**src/hdl/fc8_pkg.sv**
```systemverilog
// Opcodes, decoded-instruction and flag types, flag constants
package fc8_pkg;

    typedef logic [7:0]  byte_t;
    typedef logic [15:0] addr_t;

    // 6502-family encodings for the supported subset
    typedef enum logic [7:0] {
        LDA_IMM = 8'hA9, LDA_ZP  = 8'hA5, LDA_ABS = 8'hAD,
        LDX_IMM = 8'hA2, LDX_ZP  = 8'hA6, LDX_ABS = 8'hAE,
        STA_ZP  = 8'h85, STA_ABS = 8'h8D,
        STX_ZP  = 8'h86,
        ADC_IMM = 8'h69, ADC_ZP  = 8'h65, ADC_ABS = 8'h6D,
        SBC_IMM = 8'hE9, SBC_ZP  = 8'hE5, SBC_ABS = 8'hED,
        AND_IMM = 8'h29, AND_ZP  = 8'h25, AND_ABS = 8'h2D,
        ORA_IMM = 8'h09, ORA_ZP  = 8'h05, ORA_ABS = 8'h0D,
        EOR_IMM = 8'h49, EOR_ZP  = 8'h45, EOR_ABS = 8'h4D,
        CMP_IMM = 8'hC9, CMP_ZP  = 8'hC5, CMP_ABS = 8'hCD,
        INX     = 8'hE8, DEX     = 8'hCA,
        CLC     = 8'h18, SEC     = 8'h38,
        BEQ     = 8'hF0, BNE     = 8'hD0,
        BCC     = 8'h90, BCS     = 8'hB0,
        BMI     = 8'h30, BPL     = 8'h10,
        JMP     = 8'h4C,
        NOP     = 8'hEA,
        HLT     = 8'h02
    } opcode_e;

    typedef enum logic [2:0] {
        MODE_NONE,
        MODE_IMM,
        MODE_ZP,
        MODE_ABS,
        MODE_REL
    } addr_mode_e;

    typedef enum logic [3:0] {
        ALU_PASS,
        ALU_ADD,
        ALU_SUB,
        ALU_AND,
        ALU_OR,
        ALU_XOR,
        ALU_CMP,
        ALU_INC,
        ALU_DEC
    } alu_op_e;

    typedef enum logic [1:0] {
        DEST_NONE,
        DEST_A,
        DEST_X
    } dest_e;

    typedef enum logic [2:0] {
        FLOW_NORMAL,
        FLOW_STORE,
        FLOW_BRANCH,
        FLOW_JUMP,
        FLOW_HALT
    } flow_e;

    typedef struct packed {
        logic n;
        logic z;
        logic c;
    } flags_t;

    // Bit positions inside flags_t
    localparam logic [1:0] FLAG_C = 2'd0;
    localparam logic [1:0] FLAG_Z = 2'd1;
    localparam logic [1:0] FLAG_N = 2'd2;

    typedef struct packed {
        addr_mode_e mode;
        alu_op_e    alu_op;
        dest_e      dest;
        flow_e      flow;
        logic       lhs_x;     // ALU left operand is X
        logic       store_x;   // Store X instead of A
        logic [1:0] br_sel;
        logic       br_pol;    // Branch when selected flag equals this
        logic       flag_set;
        logic       flag_val;
    } decoded_t;

    localparam addr_t RESET_VECTOR_DEFAULT = 16'hFFFC;

endpackage

```
**src/hdl/fc8_exec_if.sv**
```systemverilog
// Execute interface between sequencer and register block
`timescale 1ns/1ps

interface fc8_exec_if;
    import fc8_pkg::*;

    decoded_t dec;
    byte_t    operand;
    logic     exec;         // Commit strobe
    flags_t   flags;
    byte_t    store_data;

    modport seq (
        output dec,
        output operand,
        output exec,
        input  flags,
        input  store_data
    );

    modport regs (
        input  dec,
        input  operand,
        input  exec,
        output flags,
        output store_data
    );

endinterface

```
**src/hdl/fc8_decoder.sv**
```systemverilog
// Opcode decoder
`timescale 1ns/1ps

module fc8_decoder (
    input  fc8_pkg::byte_t    opcode,
    output fc8_pkg::decoded_t dec
);
    import fc8_pkg::*;

    always_comb begin
        dec = '0;  // Anything not listed runs as NOP

        // Addressing mode
        case (opcode)
            LDA_IMM, LDX_IMM, ADC_IMM, SBC_IMM, AND_IMM, ORA_IMM, EOR_IMM, CMP_IMM:
                dec.mode = MODE_IMM;
            LDA_ZP, LDX_ZP, STA_ZP, STX_ZP, ADC_ZP, SBC_ZP, AND_ZP, ORA_ZP, EOR_ZP, CMP_ZP:
                dec.mode = MODE_ZP;
            LDA_ABS, LDX_ABS, STA_ABS, ADC_ABS, SBC_ABS, AND_ABS, ORA_ABS, EOR_ABS,
            CMP_ABS, JMP:
                dec.mode = MODE_ABS;
            BEQ, BNE, BCC, BCS, BMI, BPL: begin
                dec.mode = MODE_REL;
                dec.flow = FLOW_BRANCH;
            end
            default: ;
        endcase

        // Operation and destination
        case (opcode)
            LDA_IMM, LDA_ZP, LDA_ABS: dec.dest = DEST_A;
            LDX_IMM, LDX_ZP, LDX_ABS: dec.dest = DEST_X;
            STA_ZP, STA_ABS:          dec.flow = FLOW_STORE;
            STX_ZP: begin
                dec.flow    = FLOW_STORE;
                dec.store_x = 1'b1;
            end
            ADC_IMM, ADC_ZP, ADC_ABS: begin
                dec.alu_op = ALU_ADD;
                dec.dest   = DEST_A;
            end
            SBC_IMM, SBC_ZP, SBC_ABS: begin
                dec.alu_op = ALU_SUB;
                dec.dest   = DEST_A;
            end
            AND_IMM, AND_ZP, AND_ABS: begin
                dec.alu_op = ALU_AND;
                dec.dest   = DEST_A;
            end
            ORA_IMM, ORA_ZP, ORA_ABS: begin
                dec.alu_op = ALU_OR;
                dec.dest   = DEST_A;
            end
            EOR_IMM, EOR_ZP, EOR_ABS: begin
                dec.alu_op = ALU_XOR;
                dec.dest   = DEST_A;
            end
            CMP_IMM, CMP_ZP, CMP_ABS: dec.alu_op = ALU_CMP;  // Flags only
            INX, DEX: begin
                dec.alu_op = (opcode == INX) ? ALU_INC : ALU_DEC;
                dec.dest   = DEST_X;
                dec.lhs_x  = 1'b1;
            end
            CLC, SEC: begin
                dec.flag_set = 1'b1;
                dec.flag_val = (opcode == SEC);
            end
            JMP:     dec.flow = FLOW_JUMP;
            HLT:     dec.flow = FLOW_HALT;
            default: ;
        endcase

        // Branch condition
        case (opcode)
            BEQ, BNE: dec.br_sel = FLAG_Z;
            BMI, BPL: dec.br_sel = FLAG_N;
            default:  dec.br_sel = FLAG_C;
        endcase
        dec.br_pol = (opcode == BEQ) || (opcode == BCS) || (opcode == BMI);
    end

endmodule

```
**src/hdl/fc8_alu.sv**
```systemverilog
// Combinational ALU with N, Z and C outputs
`timescale 1ns/1ps

module fc8_alu (
    input  fc8_pkg::alu_op_e op,
    input  fc8_pkg::byte_t   lhs,
    input  fc8_pkg::byte_t   rhs,
    input  logic             carry_in,
    output fc8_pkg::byte_t   result,
    output fc8_pkg::flags_t  flags
);
    import fc8_pkg::*;

    logic [8:0] sum;    // Bit 8 is carry out
    logic [8:0] diff;   // Bit 8 is borrow
    logic       c_out;

    assign sum  = {1'b0, lhs} + {1'b0, rhs} + {8'h00, carry_in};
    assign diff = {1'b0, lhs} - {1'b0, rhs} - {8'h00, ~carry_in};

    always_comb begin
        c_out = carry_in;
        case (op)
            ALU_ADD: begin
                result = sum[7:0];
                c_out  = sum[8];
            end
            ALU_SUB: begin
                result = diff[7:0];
                c_out  = ~diff[8];   // Set when no borrow
            end
            ALU_CMP: begin
                result = lhs - rhs;
                c_out  = (lhs >= rhs);
            end
            ALU_AND: result = lhs & rhs;
            ALU_OR:  result = lhs | rhs;
            ALU_XOR: result = lhs ^ rhs;
            ALU_INC: result = lhs + 8'd1;
            ALU_DEC: result = lhs - 8'd1;
            default: result = rhs;   // Loads pass the operand through
        endcase
    end

    assign flags.n = result[7];
    assign flags.z = (result == 8'h00);
    assign flags.c = c_out;

endmodule

```
**src/hdl/fc8_regs.sv**
```systemverilog
// A, X and flag registers with writeback and store-data select
`timescale 1ns/1ps

module fc8_regs (
    input logic      clk,
    input logic      rst_n,
    fc8_exec_if.regs ex
);
    import fc8_pkg::*;

    byte_t  a;
    byte_t  x;
    flags_t flags;

    byte_t  alu_lhs;
    byte_t  alu_result;
    flags_t alu_flags;
    logic   upd_flags;

    assign alu_lhs = ex.dec.lhs_x ? x : a;

    fc8_alu u_alu (
        .op       (ex.dec.alu_op),
        .lhs      (alu_lhs),
        .rhs      (ex.operand),
        .carry_in (flags.c),
        .result   (alu_result),
        .flags    (alu_flags)
    );

    // Writes and compares touch the flags, NOP leaves them alone
    assign upd_flags = (ex.dec.dest != DEST_NONE) || (ex.dec.alu_op == ALU_CMP);

    always_ff @(posedge clk or negedge rst_n) begin
        if (!rst_n) begin
            a     <= '0;
            x     <= '0;
            flags <= '0;
        end else if (ex.exec) begin
            case (ex.dec.dest)
                DEST_A:  a <= alu_result;
                DEST_X:  x <= alu_result;
                default: ;
            endcase
            if (ex.dec.flag_set) begin
                flags.c <= ex.dec.flag_val;   // CLC and SEC
            end else if (upd_flags) begin
                flags <= alu_flags;
            end
        end
    end

    assign ex.flags      = flags;
    assign ex.store_data = ex.dec.store_x ? x : a;

    // Stores go straight to memory and never reach writeback
    a_no_store_writeback: assert property (
        @(posedge clk) disable iff (!rst_n)
        ex.exec |-> !(ex.dec.dest == DEST_X && ex.dec.flow == FLOW_STORE)
    ) else $error("exec with store flow and X destination");

endmodule

```
**src/hdl/fc8_sequencer.sv**
```systemverilog
// Instruction sequencer FSM with program counter and memory strobes
`timescale 1ns/1ps

module fc8_sequencer #(
    parameter fc8_pkg::addr_t RESET_VECTOR = fc8_pkg::RESET_VECTOR_DEFAULT
) (
    input  logic           clk,
    input  logic           rst_n,
    fc8_exec_if.seq        ex,
    output fc8_pkg::addr_t mem_addr,
    output logic           mem_rd_en,
    output logic           mem_wr_en,
    output fc8_pkg::byte_t mem_wdata,
    input  fc8_pkg::byte_t mem_rdata,
    output logic           halted
);
    import fc8_pkg::*;

    typedef enum logic [3:0] {
        S_VEC_LO,
        S_VEC_HI,
        S_FETCH,
        S_DECODE,
        S_OPERAND,
        S_ADDR_HI,
        S_READ,
        S_WRITE,
        S_BRANCH,
        S_HALT
    } state_e;

    state_e   state;
    state_e   state_nxt;
    addr_t    pc;
    addr_t    pc_nxt;
    addr_t    ea;           // Effective address
    byte_t    opcode;
    byte_t    dec_opcode;
    decoded_t dec;
    logic     taken;

    // Opcode byte is still on the bus while decoding
    assign dec_opcode = (state == S_DECODE) ? mem_rdata : opcode;

    fc8_decoder u_dec (
        .opcode (dec_opcode),
        .dec    (dec)
    );

    assign ex.dec     = dec;
    assign ex.operand = mem_rdata;
    assign taken      = (ex.flags[dec.br_sel] == dec.br_pol);

    always_comb begin
        state_nxt = state;
        pc_nxt    = pc;
        mem_addr  = pc;
        mem_rd_en = 1'b0;
        mem_wr_en = 1'b0;
        mem_wdata = '0;
        ex.exec   = 1'b0;
        case (state)
            S_VEC_LO: begin
                mem_addr  = RESET_VECTOR;
                mem_rd_en = 1'b1;
                state_nxt = S_VEC_HI;
            end
            S_VEC_HI: begin
                mem_addr  = RESET_VECTOR + 16'd1;
                mem_rd_en = 1'b1;
                state_nxt = S_ADDR_HI;   // Reset opcode is JMP
            end
            S_FETCH: begin
                mem_rd_en = 1'b1;
                pc_nxt    = pc + 16'd1;
                state_nxt = S_DECODE;
            end
            S_DECODE: begin
                if (dec.mode != MODE_NONE) begin
                    mem_rd_en = 1'b1;    // First operand byte
                    pc_nxt    = pc + 16'd1;
                end
                if (dec.flow == FLOW_HALT) begin
                    state_nxt = S_HALT;
                end else if (dec.flow == FLOW_BRANCH) begin
                    state_nxt = S_BRANCH;
                end else begin
                    state_nxt = S_OPERAND;
                end
            end
            S_OPERAND: begin
                case (dec.mode)
                    MODE_ZP: begin
                        if (dec.flow == FLOW_STORE) begin
                            state_nxt = S_WRITE;
                        end else begin
                            mem_addr  = {8'h00, mem_rdata};
                            mem_rd_en = 1'b1;
                            state_nxt = S_READ;
                        end
                    end
                    MODE_ABS: begin
                        mem_rd_en = 1'b1;  // High address byte
                        pc_nxt    = pc + 16'd1;
                        state_nxt = S_ADDR_HI;
                    end
                    default: begin
                        ex.exec   = 1'b1;  // Implied and immediate
                        state_nxt = S_FETCH;
                    end
                endcase
            end
            S_ADDR_HI: begin
                case (dec.flow)
                    FLOW_JUMP: begin
                        pc_nxt    = {mem_rdata, ea[7:0]};
                        state_nxt = S_FETCH;
                    end
                    FLOW_STORE: state_nxt = S_WRITE;
                    default: begin
                        mem_addr  = {mem_rdata, ea[7:0]};
                        mem_rd_en = 1'b1;
                        state_nxt = S_READ;
                    end
                endcase
            end
            S_READ: begin
                ex.exec   = 1'b1;
                state_nxt = S_FETCH;
            end
            S_WRITE: begin
                mem_addr  = ea;
                mem_wr_en = 1'b1;
                mem_wdata = ex.store_data;
                state_nxt = S_FETCH;
            end
            S_BRANCH: begin
                if (taken) begin
                    pc_nxt = pc + {{8{mem_rdata[7]}}, mem_rdata};
                end
                state_nxt = S_FETCH;
            end
            S_HALT: begin
                if (!halted) begin
                    state_nxt = S_VEC_LO;  // Leaving reset
                end
            end
            default: state_nxt = S_VEC_LO;
        endcase
    end

    always_ff @(posedge clk or negedge rst_n) begin
        if (!rst_n) begin
            state  <= S_HALT;
            pc     <= '0;
            opcode <= JMP;
            halted <= 1'b0;
        end else begin
            state <= state_nxt;
            pc    <= pc_nxt;
            if (state == S_DECODE) begin
                opcode <= mem_rdata;
                if (dec.flow == FLOW_HALT) begin
                    halted <= 1'b1;
                end
            end
        end
    end

    always_ff @(posedge clk) begin
        if (state == S_VEC_HI || (state == S_OPERAND && dec.mode == MODE_ABS)) begin
            ea[7:0] <= mem_rdata;
        end
        if (state == S_OPERAND && dec.mode == MODE_ZP) begin
            ea <= {8'h00, mem_rdata};
        end
        if (state == S_ADDR_HI) begin
            ea[15:8] <= mem_rdata;
        end
    end

    a_strobes_exclusive: assert property (
        @(posedge clk) disable iff (!rst_n)
        !(mem_rd_en && mem_wr_en)
    ) else $error("read and write strobes high together");

    a_halt_is_final: assert property (
        @(posedge clk) disable iff (!rst_n)
        halted |=> halted && !ex.exec && !mem_rd_en && !mem_wr_en
    ) else $error("activity after halt");

endmodule

```
**src/hdl/fc8_cpu.sv**
```systemverilog
// CPU top level with sequencer, register block and memory port
`timescale 1ns/1ps

module fc8_cpu #(
    parameter fc8_pkg::addr_t RESET_VECTOR = fc8_pkg::RESET_VECTOR_DEFAULT
) (
    input  logic           clk,
    input  logic           rst_n,
    output fc8_pkg::addr_t mem_addr,
    output logic           mem_rd_en,
    output logic           mem_wr_en,
    output fc8_pkg::byte_t mem_wdata,
    input  fc8_pkg::byte_t mem_rdata,
    output logic           halted
);

    fc8_exec_if u_ex ();

    fc8_sequencer #(
        .RESET_VECTOR (RESET_VECTOR)
    ) u_seq (
        .clk       (clk),
        .rst_n     (rst_n),
        .ex        (u_ex),
        .mem_addr  (mem_addr),
        .mem_rd_en (mem_rd_en),
        .mem_wr_en (mem_wr_en),
        .mem_wdata (mem_wdata),
        .mem_rdata (mem_rdata),
        .halted    (halted)
    );

    fc8_regs u_regs (
        .clk   (clk),
        .rst_n (rst_n),
        .ex    (u_ex)
    );

endmodule

```
**config.mk**
```make
export PLATFORM = sky130hd
export DESIGN_NAME = fc8_cpu
export DESIGN_NICKNAME = d
export VERILOG_FILES = /design/src/hdl/fc8_pkg.sv /design/src/hdl/fc8_exec_if.sv /design/src/hdl/fc8_decoder.sv /design/src/hdl/fc8_alu.sv /design/src/hdl/fc8_regs.sv /design/src/hdl/fc8_sequencer.sv /design/src/hdl/fc8_cpu.sv
export SDC_FILE = /design/constraint.sdc
export NUM_CORES = 1
export LEC_CHECK = 0
export BUFFER_PORTS_ARGS = -buffer_cell sky130_fd_sc_hd__buf_2
export CAP_MARGIN = 20
export CELL_PAD_IN_SITES_DETAIL_PLACEMENT = 0
export CELL_PAD_IN_SITES_GLOBAL_PLACEMENT = 1
export CORE_ASPECT_RATIO = 1.2
export CORE_UTILIZATION = 44
export DETAILED_ROUTE_END_ITERATION = 10
export PLACE_DENSITY_LB_ADDON = 0.1
export SETUP_SLACK_MARGIN = 0.2
export SYNTH_ARGS = -nofsm -noshare
export SYNTH_HDL_FRONTEND = slang
export SYNTH_HIERARCHICAL = 1
export SYNTH_SLANG_ARGS = --single-unit
```
**constraint.sdc**
```tcl
create_clock -name clk -period 6.4 [get_ports clk]
set_input_delay 0.64 -clock clk [delete_from_list [all_inputs] [get_ports clk]]
set_output_delay 0.64 -clock clk [all_outputs]
set_load 0.05 [all_outputs]
```
## Word-level counts from Yosys, hierarchy flattened

Cells that the tools add are included.

| storage, ports and cells | value |
|---|---|
| input port bits | 10 |
| word-level logic and storage cells | 187 |
| register bits after elaboration | 64 |
| output and inout bits | 27 |

| operators by class | value |
|---|---|
| bitwise logic cells | 6 |
| muxes and demuxes | 47 |
| reductions and logical operators | 42 |
| $lt $le $gt $ge | 2 |
| add/sub/neg operators | 9 |
| equality and inequality tests | 70 |

Operators by type and width:

| kind | number |
|---|---|
| 8-bit equality test, second input constant | 21 |
| 16-bit one-hot mux with 5 select lines | 2 |
| 16-bit 2-to-1 mux | 8 |
| 8-bit one-hot mux with 8 select lines | 1 |
| 8-bit by 7-bit equality test with 1-bit output, second input constant | 7 |
| 8-bit 2-to-1 mux | 6 |
| 8-bit by 6-bit equality test with 1-bit output, second input constant | 5 |
| 4-bit by 3-bit equality test with 1-bit output, second input constant | 8 |
| 4-bit one-hot mux with 8 select lines | 1 |
| 4-bit one-hot mux with 7 select lines | 1 |
| 3-bit OR reduction | 9 |
| 10-bit OR reduction | 2 |
| 18-bit OR reduction | 1 |
| 16-bit by 1-bit adder with 16-bit output, second input constant | 1 |
| 16-bit adder | 1 |
| 4-bit by 2-bit equality test with 1-bit output, second input constant | 4 |
| 8-bit by 4-bit equality test with 1-bit output, second input constant | 2 |
| 8-bit by 5-bit equality test with 1-bit output, second input constant | 2 |
| 4-bit 2-to-1 mux | 4 |
| 3-bit by 2-bit equality test with 1-bit output, second input constant | 4 |
| 4-bit equality test, second input constant | 3 |
| 3-bit one-hot mux with 2 select lines | 2 |
| 3-bit one-hot mux with 4 select lines | 1 |
| 2-bit OR reduction | 6 |
| other kinds (45) | 74 |

## Depth between registers and ports, before layout

Gate-level depths: netlist (run 1).

| logic depth | value |
|---|---|
| depth in word-level cells | 12 |
| mapped depth | 26 |
| gate-level depth less buffers | 21 |

## Modules after synthesis

Netlist (run 1), hierarchy kept.

Modules (own cells, without submodules):

| module | instances | cells each | area an instance (um^2) |
|---|---|---|---|
| fc8_sequencer | 1 | 433 | 3,704.8 |
| fc8_alu | 1 | 323 | 2,304.7 |
| fc8_regs | 1 | 66 | 987.2 |
| fc8_decoder | 1 | 65 | 400.4 |

## Worst setup path after synthesis (run 1)

OpenSTA, ideal clock, no wires.

| path | value |
|---|---|
| path type | register to register |
| start point | register u_seq.state[0] |
| end point | register u_regs.a[7] |
| setup time | 0.125 ns |
| arrival | 6.138 ns |
| setup slack | 0.137 ns |
| stages on the path, launching flop included | 24 |
| data required time | 6.275 ns |
| cell sequence | dfstp_2 buf_2 nand2_1 clkbuf_1 nor3_1 buf_2 mux2_2 nand2b_1 nor3_1 nor3b_1 o21bai_1 buf_2 mux2_2 inv_1 ha_1 ha_1 or4_1 o221a_2 a31oi_1 xor2_1 o221ai_1 o32a_1 buf_4 mux2_2 |

RTL lines:

| element | RTL line | source |
|---|---|---|
| start: declaration | fc8_sequencer.sv:32 | `state_e state;` |
| start signal: assignment | fc8_sequencer.sv:159 | `state <= state_nxt;` |
| end signal: assignment | fc8_regs.sv:41 | `DEST_A: a <= alu_result;` |
| end: declaration | fc8_regs.sv:11 | `byte_t a;` |

==> metrics.md, run 1 <==
| Metric | Value |
|---|---|
| Crit path max fanout | 11 |
| CTS Buf Count | 9 |
| Inst Count DP | roughly 1,100 |
| VDD IR max | approximately 0.19 mV |
| Clock share of power | between 10% and 20% |
| Mux cell area share after synthesis | 8.42% |
| Seq pwr share | 17.3% |
| Total GRT Usage | 28.3% |
| Setup crit end kind | register |
| Port Buffers | 36 |
| Cts hold-fix bufs | 0 |
| Critical Path RT | ~6.6 ns |
| Cell leakage power | 3.39 nW |
| Int Pwr | 1.94 mW |
| Die ar. | between 15,000 and 20,000 um2 |
| Unique masters post-synth | between 90 and 100 |
| Worst-Margin Slew | 1.01 ns |
| Via-per-instance ratio | roughly 6.4 |
| Dpl hpwl | between 15,000 and 20,000 um |
| # diodes | 0 |
| Fraction of registers with async set/reset | between 70% and 80% |
| Share of cells above drive strength 1 | between 15 and 20% |
| Grt met3 use | under 10% |
| Worst R2R Start | u_seq/state[0] |
| CP Class | register to register |
| Fin worst setup slack | roughly 0.50 ns |
| # IOs | 37 |
| Post-DR wirelength/cell | 22.1 um |
| Vias in the first global route | between 6,000 and 7,000 |
| # clock sinks | 64 |
| # rows | 51 |
| Fin Hold WS | approximately 0.077 ns |
| Most frequent cells in the layout | a21oi_1, nand2_1, nor2_1 |
| Dpl ws | between 0.3 and 0.4 ns |
| Power Density | roughly 530 nW/um2 |
| Drt initial violations | ~640 |
| Fin. max-slew vios | 0 |
| Synth Register Bits | 64 |
| Post-Synthesis Cells | between 800 and 900 |
| Routed wire length | 24,600 um |
| Comb pwr share | a little under three quarters |
| Layout area overhead | 8.49% |
| Drt drc | 0 |
| GRT overflow | 0 |
| Clock insertion delay at the later pin of the skew report | between 0.3 and 0.4 ns |
| Synthesized net count | between 900 and 1,000 |
| Hold WC Path Type | primary input to asynchronous set/reset pin |
| CTS H-tree depth | 3 |
| Post-Synth Adder-Cell Area | under 10% |
| Clock-pin slew on the worst setup and hold paths | ~0.06 ns |
| Warning count from the yosys run | 6 |
| GP Congestion | 0.944 |
| Via count | a little over 7,000 |
| Synth Area per Inst | approximately 8.3 um2 |
| CORE AREA | roughly 16,000 um2 |
| DIE WIDTH | 120 um |
| DRT Pass-1 Iters | 7 |
| Clk buf depth | 2 |
| Post-Synth Simple-Gate Area | ~25% |
| RSZ-0062 raised after global routing | false |
| Setup_tns | 0 ns |
| Setup Viol. Count Final | 0 |
| Most common cell after layout, fill and taps aside | a21oi_1 |
| Reg2reg setup slack | about 0.5 ns |
| Final Hold Viols | 0 |
| Fin crit period | between 5 and 6 ns |
| RR Endpoint | u_regs/ex.flags[2] |
| Max-cap viol count | 0 |
| Nets | a little under 1,000 |
| Die H | 144 um |
| Met2 Usage GRT | between 50% and 60% |
| CP Launch Type | register |
| Top FF cell, synth | dfrtp_1 |
| Met1 usage | 33.0% |
| Status | finished, final reports clean |
| Complex-gate fraction of the synthesized area | about a quarter |
| Number of synthesized flops with an enable pin | 16 |
| Worst R2R Path Depth | 21 |
| Max Clk Rate | 169 MHz |
| TritonCTS clock tree | done |
| Slew HR | between 30% and 40% |
| Largest family of logic cells by synthesized area | simple AND/OR/NAND/NOR gates |
| Final Cycle Share | about 92% |
| Starting density of the core | a little under half |
| Final std cells w/o fill | roughly 1,100 |
| GR peak layer | met2 |
| NetSw | between 2 and 2.5 mW |
| First-pass GRT wire length | approximately 38,000 um |
| CP Data Arrival Time | slightly above 6 ns |
| Post-route ant nets | 0 |
| Net Sw Frac | between 50% and 60% |
| Synth Area in XOR/XNOR | 2.96% |
| Initial antenna violation count | 0 |
| Sequential share of the synthesized area | roughly 23% |
| Post-route total power | about 4.3 mW |
| Clk_skew | around 0.012 ns |
| Syn Std Cell Area | about 7400 um2 |
| Largest net degree at the start of global routing | 48 |
| Root Driver | clkbuf_16 |
layout make-up:
class / instances / area, um2
clock buffer: 13 / 262
fill: 1628 / 8310
sequential: 64 / 1690
inverter: 49 / 189
timing repair buffer: 62 / 375
multi-input combinational: 711 / 5230
clock inverter: 3 / 15.0
tap: 212 / 265
kinds of logic (layout without fill, tap and decap cells):
kind of cell,Yosys count,count (layout)
compound gates,255,255
fa+ha+maj,54,54
mux,56,56
xor+xnor,25,25
flops,64,64
buf+inv,112,127
simple gates,321,321
worst max-delay path, cell delays in order, from the launching register on:
cell and delay (ns):
dfstp_2 0.54, nand2_2 0.14, nor3_1 0.17, buf_4 0.19, mux2_2 0.40, and2b_1 0.27, and3_1 0.22, nand3_1 0.18
o21bai_1 0.24, buf_4 0.20, mux2_2 0.42, inv_1 0.14, ha_2 0.36, ha_1 0.26, or4_1 0.48, o221a_2 0.26
a31oi_1 0.20, xor2_1 0.16, o221ai_1 0.14, o32a_1 0.38, buf_4 0.15, mux2_4 0.25
layer usage:
layer	up-vias	part of all wire [%]
met3	78	5.2
met2	283	50
li1	3284	-
met4	0	4.9
met1	3455	40
met5	-	0
registers in the layout (all words and copies together) (netlist names):
register and cells:
u_regs/ex.flags 3, u_regs/x 8, u_seq/opcode 8, u_seq/halted 1, u_seq/pc 16, u_regs/a 8
u_seq/ea 16, u_seq/state 4
through the flow:
stage,utilization (%),area (um2)
2_1_floorplan,-,7400
3_3_place_gp,47.1,7700
3_5_place_dp,47.1,7700
4_1_cts,48.8,7980
5_1_grt,49.1,8030
6_report,49.1,8030
Yosys cell counts (17+ instances only):
cell	count	area share [%]
nor3_1	29	2.0
and3_1	19	1.6
and2_1	20	1.7
a21oi_1	65	4.4
xnor2_1	17	2.0
o21ai_0	40	2.7
dfrtp_1	43	15
nor2_1	57	2.9
nand2_1	59	3.0
nand3_1	17	1.2
nand2b_1	22	1.9
ha_1	48	8.1
inv_1	48	2.4
clkbuf_1	29	1.5
mux2_2	42	6.4
power by group through the flow:
| stage | Sequential [mW] | Clock (mW) | Combinational [mW] |
|---|---|---|---|
| final | 0.737 | 0.463 | 3.07 |
| after detailed placement | 0.740 | 0 | 2.98 |
| after global routing | 0.756 | 0.486 | 3.29 |
| after CTS | 0.732 | 0.468 | 2.99 |
| after floorplan | 0.690 | 0 | 2.32 |
| after global placement | 0.732 | 0 | 2.94 |
worst max path at each step:
stage | start | end | slack, ns | depth (start not counted)
final | u_seq/state[0] | u_regs/ex.flags[2] | 0.50 | 21
after global routing | u_seq/state[0] | u_regs/ex.flags[1] | 0.20 | 21
after CTS | u_seq/state[0] | u_regs/ex.flags[1] | 0.27 | 21
after detailed placement | u_seq/state[0] | u_regs/ex.flags[1] | 0.32 | 21
after global placement | u_seq/state[0] | u_regs/ex.flags[1] | 0.45 | 21
after floorplan | u_seq/state[0] | u_regs/a[7] | 0.43 | 23
repair_timing:
item / CTS / global route
setup buffers: 0 / 4
setup endpoints to repair: 0 / 5
gates resized for setup: 0 / 6
(Power assumes the default switching activity.)
==> run 2, diff against run 1 <==
Settings changed: SKIP_LAST_GASP set to 1.
Clock period 6.4 ns to 4.8 ns, I/O delays scaled along.
==> metrics.md, run 2 (synthesis gave the netlist of run 1 again) <==
| Metric | Value |
|---|---|
| Nets | 1,092 (+14%) |
| CP Data Arrival Time | 5.27 ns (-0.84 ns) |
| Largest registers | u_seq/ea: 16 flops, u_seq/pc: 16 flops |
| Final std cells w/o fill | 1,245 (+12%) |
| Fin crit period | 5.05 ns (-0.852 ns) |
| Post-route ant nets | 0 (unchanged) |
| Net Sw Frac | 49.5% (-4.9 points) |
| CP Class | register to register |
| Clock share of power | 9.1% (-1.7 points) |
| Crit path max fanout | 6 (-5) |
| Via-per-instance ratio | 6.21 (-2.5%) |
| Failing checks | negative setup slack |
| Via count | 7,735 (+8.9%) |
| # IOs | 37 (unchanged) |
| Area of the multi-input gates | 5990 um2 (+15%) |
| Final Hold Viols | 0 (unchanged) |
| # diodes | 0 (unchanged) |
| Worst R2R Start | u_seq/state[0] |
| NetSw | 3.75 mW (+62%) |
| Seq pwr share | 13.2% (-4.1 points) |
| Drt initial violations | 519 (-19%) |
| TritonCTS clock tree | done |
| CP Launch Type | register |
| Largest net degree at the start of global routing | 49 (+2.1%) |
| Max Clk Rate | 198 MHz (+17%) |
| Share of cells above drive strength 1 | 40.0% (+20 points) |
| Final core utilization | 61.5% (+12 points) |
| Int Pwr | 3.83 mW (+97%) |
| Hold WC Path Type | primary input to asynchronous set/reset pin |
| Die ar. | 17,300 um2 (unchanged) |
| Dpl cell area | 8630 um2 (+12%) |
| DRT Pass-1 Iters | 5 (-2) |
| Final Cycle Share | 105% (+13 points) |
| RR Endpoint | u_regs/ex.flags[2] |
| Layout area overhead | 35.9% |
| Max-cap viol count | 0 (unchanged) |
| Worst-Margin Slew | 0.986 ns (-0.0198 ns) |
| Fillers | 1,465 (-10%) |
| Status | complete, but fails checks |
| Die H | 144 um (unchanged) |
| Drt drc | 0 (unchanged) |
| Comb pwr share | 77.7% (+5.8 points) |
| Post-DR wirelength/cell | 22.0 um (-0.27%) |
| Setup_tns | -1.84 ns (-1.84 ns) |
| Post-route cell area | 10,100 um2 (+25%) |
| CORE AREA | 16,300 um2 (unchanged) |
| Reg2reg setup slack | -0.25 ns (-0.75 ns) |
| Total GRT Usage | 31.4% (+3.1 points) |
| Starting density of the core | 45.3% (unchanged) |
| FF/Latch Area | 1690 um2 (unchanged) |
| Setup crit end kind | register |
| Critical Path RT | 5.02 ns (-1.59 ns) |
| Most frequent cells in the layout | buf_4, nand2_1, nor2_1 |
| CTS H-tree depth | 3 (unchanged) |
| Slew HR | 34.1% (+1.3 points) |
| Vias in the first global route | 7,600 (+10%) |
| Clk buf depth | 2 (unchanged) |
| Clock-pin slew on the worst setup and hold paths | 0.06 ns (about the same) |
| Most common cell after layout, fill and taps aside | buf_4 |
| Initial antenna violation count | 0 (unchanged) |
| RSZ-0062 raised after global routing | true |
| Inst Count DP | 1,187 (+8.5%) |
| Fin worst setup slack | -0.248 ns (-0.748 ns) |
| Clk_skew | 0.00663 ns (-0.00494 ns) |
| VDD IR max | 0.515 mV (+170%) |
| # clock sinks | 64 (unchanged) |
| Port Buffers | 36 (unchanged) |
| Clock insertion delay at the later pin of the skew report | 0.34 ns (about the same) |
| GP Congestion | 0.962 (+1.9%) |
| DIE WIDTH | 120 um (unchanged) |
| Root Driver | clkbuf_16 |
| Cell leakage power | 4.32 nW (+27%) |
| Dpl hpwl | 19,700 um (+9.5%) |
| Cts hold-fix bufs | 0 (unchanged) |
| Post-route total power | 7.58 mW (+78%) |
| # rows | 51 (unchanged) |
| CTS Buf Count | 9 (unchanged) |
| First-pass GRT wire length | 41,400 um (+9.2%) |
| Worst R2R Path Depth | 20 (-4.8%) |
| Routed wire length | 27,400 um (+11%) |
| GRT overflow | 0 (unchanged) |
| Power Density | 754 nW/um2 (+42%) |
| Setup Viol. Count Final | 14 (+14) |
| Fin. max-slew vios | 0 (unchanged) |
==> run 2: cell count changes in the layout (fill, tap and decap cells not counted), moves of 8 or more <==
cell / before / now
o32ai_1: 9 / 1
a21oi_1: 64 / 51
nor2b_1: 15 / 5
ha_4: 0 / 9
mux2_2: 41 / 32
buf_6: 0 / 33
o21ai_0: 40 / 29
ha_1: 46 / 38
buf_2: 36 / 20
buf_4: 26 / 135
a21oi_2: 4 / 13
inv_1: 48 / 38
mux2_4: 3 / 12
==> run 2: metrics by stage <==
step	setup slack [ns]	hold WS (ns)
after CTS	-0.149	0.291
final	-0.248	0.256
after detailed placement	-0.266	0.506
after global placement	-0.204	0.491
after floorplan	-0.474	0.184
after global routing	-0.449	0.305
==> run 2: layout make-up <==
cell class | count | area share [%]
Clock buffer | 13 | 3.01
Clock inverter | 3 | 0.187
Inverter | 49 | 2.10
Multi-Input combinational cell | 711 | 59.6
Sequential cell | 64 | 16.8
Tap cell | 212 | 2.64
Timing Repair Buffer | 193 | 15.7
==> run 2: worst max-delay path by stage <==
stage	start	end
floorplan	u_seq/state[0]	u_regs/x[7]
detailed placement	u_seq/state[0]	u_regs/ex.flags[1]
CTS	u_seq/state[0]	u_regs/ex.flags[2]
global route	u_seq/state[0]	u_regs/a[7]
global placement	u_seq/state[0]	u_regs/ex.flags[1]
finish	u_seq/state[0]	u_regs/ex.flags[2]
==> run 2: critical path: stages (launching register included) <==
cell      delay [ns]
dfstp_2         0.54
nand2_2         0.07
nor3_4          0.23
buf_6           0.15
mux2_4          0.32
nand2b_4        0.16
nor3_4          0.12
nor3b_4         0.21
o21bai_1        0.13
buf_4           0.18
buf_4           0.12
mux2_4          0.32
inv_6           0.08
ha_1            0.30
or4_4           0.54
o221a_4         0.26
a31oi_4         0.14
xor2_1          0.18
o221ai_1        0.14
o32a_1          0.44
mux2_4          0.29
==> run 2: repair_timing <==
item | in CTS | in global routing
setup endpoints to repair | 32 | 35
resized for setup | 57 | 129
pin swaps | 15 | 42
buffers inserted | 16 | 23
cloned | 0 | 2
endpoints found under the hold margin | 0 | 0
==> run 2: per-layer routing <==
| layer | track usage (%) | up-vias | share of wire, % |
|---|---|---|---|
| li1 | - | 3547 | - |
| met3 | 3.67 | 96 | 3.6 |
| met1 | 35.9 | 3825 | 39 |
| met5 | 0 | - | 0 |
| met2 | 55.0 | 267 | 50 |
| met4 | 21.4 | 0 | 6.9 |
==> run 2: power groups by stage <==
| stage | Combinational, mW | Clock [mW] | Sequential (mW) |
|---|---|---|---|
| floorplan | 3.31 | 0 | 0.923 |
| global placement | 4.70 | 0 | 0.986 |
| detailed placement | 4.78 | 0 | 0.996 |
| CTS | 5.10 | 0.706 | 0.988 |
| global route | 6.25 | 0.728 | 1.03 |
| finish | 5.89 | 0.688 | 1.00 |
==> run 3, diff against run 2 <==
Settings changed: CTS_CLUSTER_DIAMETER set to 30, PLACE_DENSITY_LB_ADDON 0.1 to 0.12, SLEW_MARGIN set to 30.
==> metrics.md, run 3 (synthesis gave the netlist of run 1 again) <==
| Metric | Value |
|---|---|
| Fin Hold WS | 0.255 ns (-0.00128 ns) |
| Fin crit period | 5.04 ns (-0.00378 ns) |
| CP most frequent cell | mux2_4 |
| Largest net degree at the start of global routing | 49 (unchanged) |
| Crit path max fanout | 4 (-2) |
| CTS Buf Count | 9 (unchanged) |
| CTS H-tree depth | 3 (unchanged) |
| Port Buffers | 36 (unchanged) |
| GP Congestion | 0.990 (+2.9%) |
| Net Sw Frac | 50.2% (+0.67 points) |
| Hold WC Path Type | primary input to asynchronous set/reset pin |
| Nets | 1,081 (-1.0%) |
| CP Launch Type | register |
| # diodes | 0 (unchanged) |
| Worst R2R Start | u_seq/state[0] |
| Final Hold Viols | 0 (unchanged) |
| Reg2reg setup slack | -0.24 ns (about the same) |
| RSZ-0062 raised after global routing | true |
| Worst R2R Path Depth | 21 (+5.0%) |
| NetSw | 3.64 mW (-3.0%) |
| CORE AREA | 16,300 um2 (unchanged) |
| Clock-pin slew on the worst setup and hold paths | 0.06 ns (about the same) |
| Max-cap viol count | 0 (unchanged) |
| Layout area overhead | 30.8% |
| # clock sinks | 64 (unchanged) |
| RR Endpoint | u_regs/ex.flags[1] |
| Via-per-instance ratio | 6.23 (+0.20%) |
| Seq pwr share | 13.9% (+0.7 points) |
| # rows | 51 (unchanged) |
| Status | complete, but fails checks |
| Cell leakage power | 4.18 nW (-3.2%) |
| Post-route total power | 7.25 mW (-4.3%) |
| Power Density | 749 nW/um2 (-0.60%) |
| CP peak stage delay | 0.54 ns (about the same) |
| Setup Viol. Count Final | 11 (-3) |
| First-pass GRT wire length | 42,100 um (+1.7%) |
| Clock insertion delay at the later pin of the skew report | 0.34 ns (about the same) |
| Post-DR wirelength/cell | 22.5 um (+2.2%) |
| VDD IR max | 0.297 mV (-42%) |
| CP max stage cell | dfstp_2 |
| CP Data Arrival Time | 5.32 ns (+0.05 ns) |
| Die ar. | 17,300 um2 (unchanged) |
| Post-route ant nets | 0 (unchanged) |
| Clk buf depth | 2 (unchanged) |
| Dpl hpwl | 20,300 um (+2.9%) |
| Via count | 7,682 (-0.69%) |
| GRT overflow | 0 (unchanged) |
| Setup crit end kind | register |
| Die H | 144 um (unchanged) |
| Largest registers | u_seq/ea: 16 flops, u_seq/pc: 16 flops |
| Comb pwr share | 77.0% (-0.7 points) |
| Drt drc | 0 (unchanged) |
| Final core utilization | 59.2% (-2.3 points) |
| Max Clk Rate | 198 MHz (about the same) |
| DIE WIDTH | 120 um (unchanged) |
| Clock share of power | 9.2% (about the same) |
| Int Pwr | 3.61 mW (-5.6%) |
| Share of cells above drive strength 1 | 37.2% (-2.8 points) |
| Failing checks | negative setup slack |
| Routed wire length | 27,700 um (+1.3%) |
| Drt initial violations | 514 (-0.96%) |
| DRT Pass-1 Iters | 5 (unchanged) |
| Total GRT Usage | 31.9% (+0.52 points) |
| Clk_skew | 0.0105 ns (+0.00388 ns) |
| Starting density of the core | 45.3% (unchanged) |
| TritonCTS clock tree | done |
| Fin. max-slew vios | 0 (unchanged) |
| Slew HR | 48.0% (+14 points) |
| Most frequent cells in the layout | buf_4, nand2_1, a21oi_1 |
| CP cell instances | nand2_2 > nor3_4 > buf_6 > mux2_4 > nand2b_4 > nor3_4 > nor3b_4 > o21bai_1 > buf_4 > mux2_4 > inv_6 > fa_2 > ha_2 > o21a_4 > or4_1 > nand3_1 > o211ai_1 > nor3b_2 > nand4bb_4 > nor4_2 > mux2_4 |
| Final Cycle Share | 105% (about the same) |
| Worst-Margin Slew | 0.781 ns (-0.205 ns) |
| Most common cell after layout, fill and taps aside | buf_4 |
| Critical Path RT | 5.08 ns (+0.06 ns) |
| CP Class | register to register |
| Fin worst setup slack | -0.244 ns (+0.00378 ns) |
| Initial antenna violation count | 0 (unchanged) |
| Vias in the first global route | 7,536 (-0.84%) |
| # IOs | 37 (unchanged) |
| Root Driver | clkbuf_16 |
| Cts hold-fix bufs | 0 (unchanged) |
-- run 3: changes by cell type in the layout (fill, tap and decap cells not counted), moves of 6 or more --
| cell | before | now |
|---|---|---|
| buf_4 | 135 | 141 |
| buf_6 | 33 | 16 |
| nor2b_1 | 5 | 13 |
| o21ai_0 | 29 | 35 |
| o32ai_2 | 2 | 8 |
| o32ai_4 | 6 | 0 |
-- run 3: layout make-up --
class,count,area (um2)
sequential,64,1690
clock buffer,11,243
multi-input combinational,712,5830
tap,212,265
fill,1478,6660
timing repair buffer,181,1390
inverter,49,206
clock inverter,5,56.3
-- run 3: power by group through the flow --
| stage | Clock [mW] | Sequential (mW) | Combinational, mW |
|---|---|---|---|
| finish | 0.664 | 1.01 | 5.58 |
| global route | 0.693 | 1.03 | 5.95 |
| CTS | 0.672 | 1.00 | 5.16 |
| detailed placement | 0 | 1.01 | 4.79 |
| global placement | 0 | 0.994 | 4.73 |
| floorplan | 0 | 0.923 | 3.31 |
-- run 3: worst max-delay path by stage --
stage	slack [ns]	end	startpoint	depth (start not counted)
after floorplan	-0.47	u_regs/x[7]	u_seq/state[0]	23
after global placement	-0.26	u_regs/x[7]	u_seq/state[0]	22
after detailed placement	-0.32	u_regs/x[7]	u_seq/state[0]	22
after CTS	-0.30	u_regs/x[7]	u_seq/state[0]	21
after global routing	-0.40	u_regs/ex.flags[1]	u_seq/state[0]	21
final	-0.24	u_regs/ex.flags[1]	u_seq/state[0]	21
-- run 3: routing by layer --
layer  vias up  global-route usage [%]  part of all wire, %
met3        65                    3.47                  4.1
met4         0                    18.1                  5.0
li1       3535                       -                    -
met2       259                    58.2                   52
met1      3823                    36.2                   39
met5         -                       0                    0
-- run 3: worst max-delay path, delay by kind of cell (launching register included) --
| family | cells | cell delay [ns] |
|---|---|---|
| simple gates | 10 | 2.08 |
| mux | 3 | 0.83 |
| fa+ha+maj | 2 | 0.66 |
| flops | 1 | 0.54 |
| compound gates | 3 | 0.45 |
| buf+inv | 3 | 0.41 |
-- run 3: timing repair --
action,CTS,global route
gates cloned,0,1
pin swaps,19,39
buffers inserted,17,12
resized for setup,54,69
endpoints found under the setup margin,41,52
-- run 3: through the flow --
stage / instances / worst slack [ns] / cell area [um2] / TNS [ns]
3_3_place_gp: 1188 / -0.260 / 8650 / -1.49
5_1_grt: 1234 / -0.398 / 9680 / -3.86
3_5_place_dp: 1188 / -0.320 / 8660 / -2.20
4_1_cts: 1221 / -0.304 / 9330 / -2.17
6_report: 1234 / -0.244 / 9680 / -1.89
2_1_floorplan: 887 / -0.474 / 7670 / -2.28
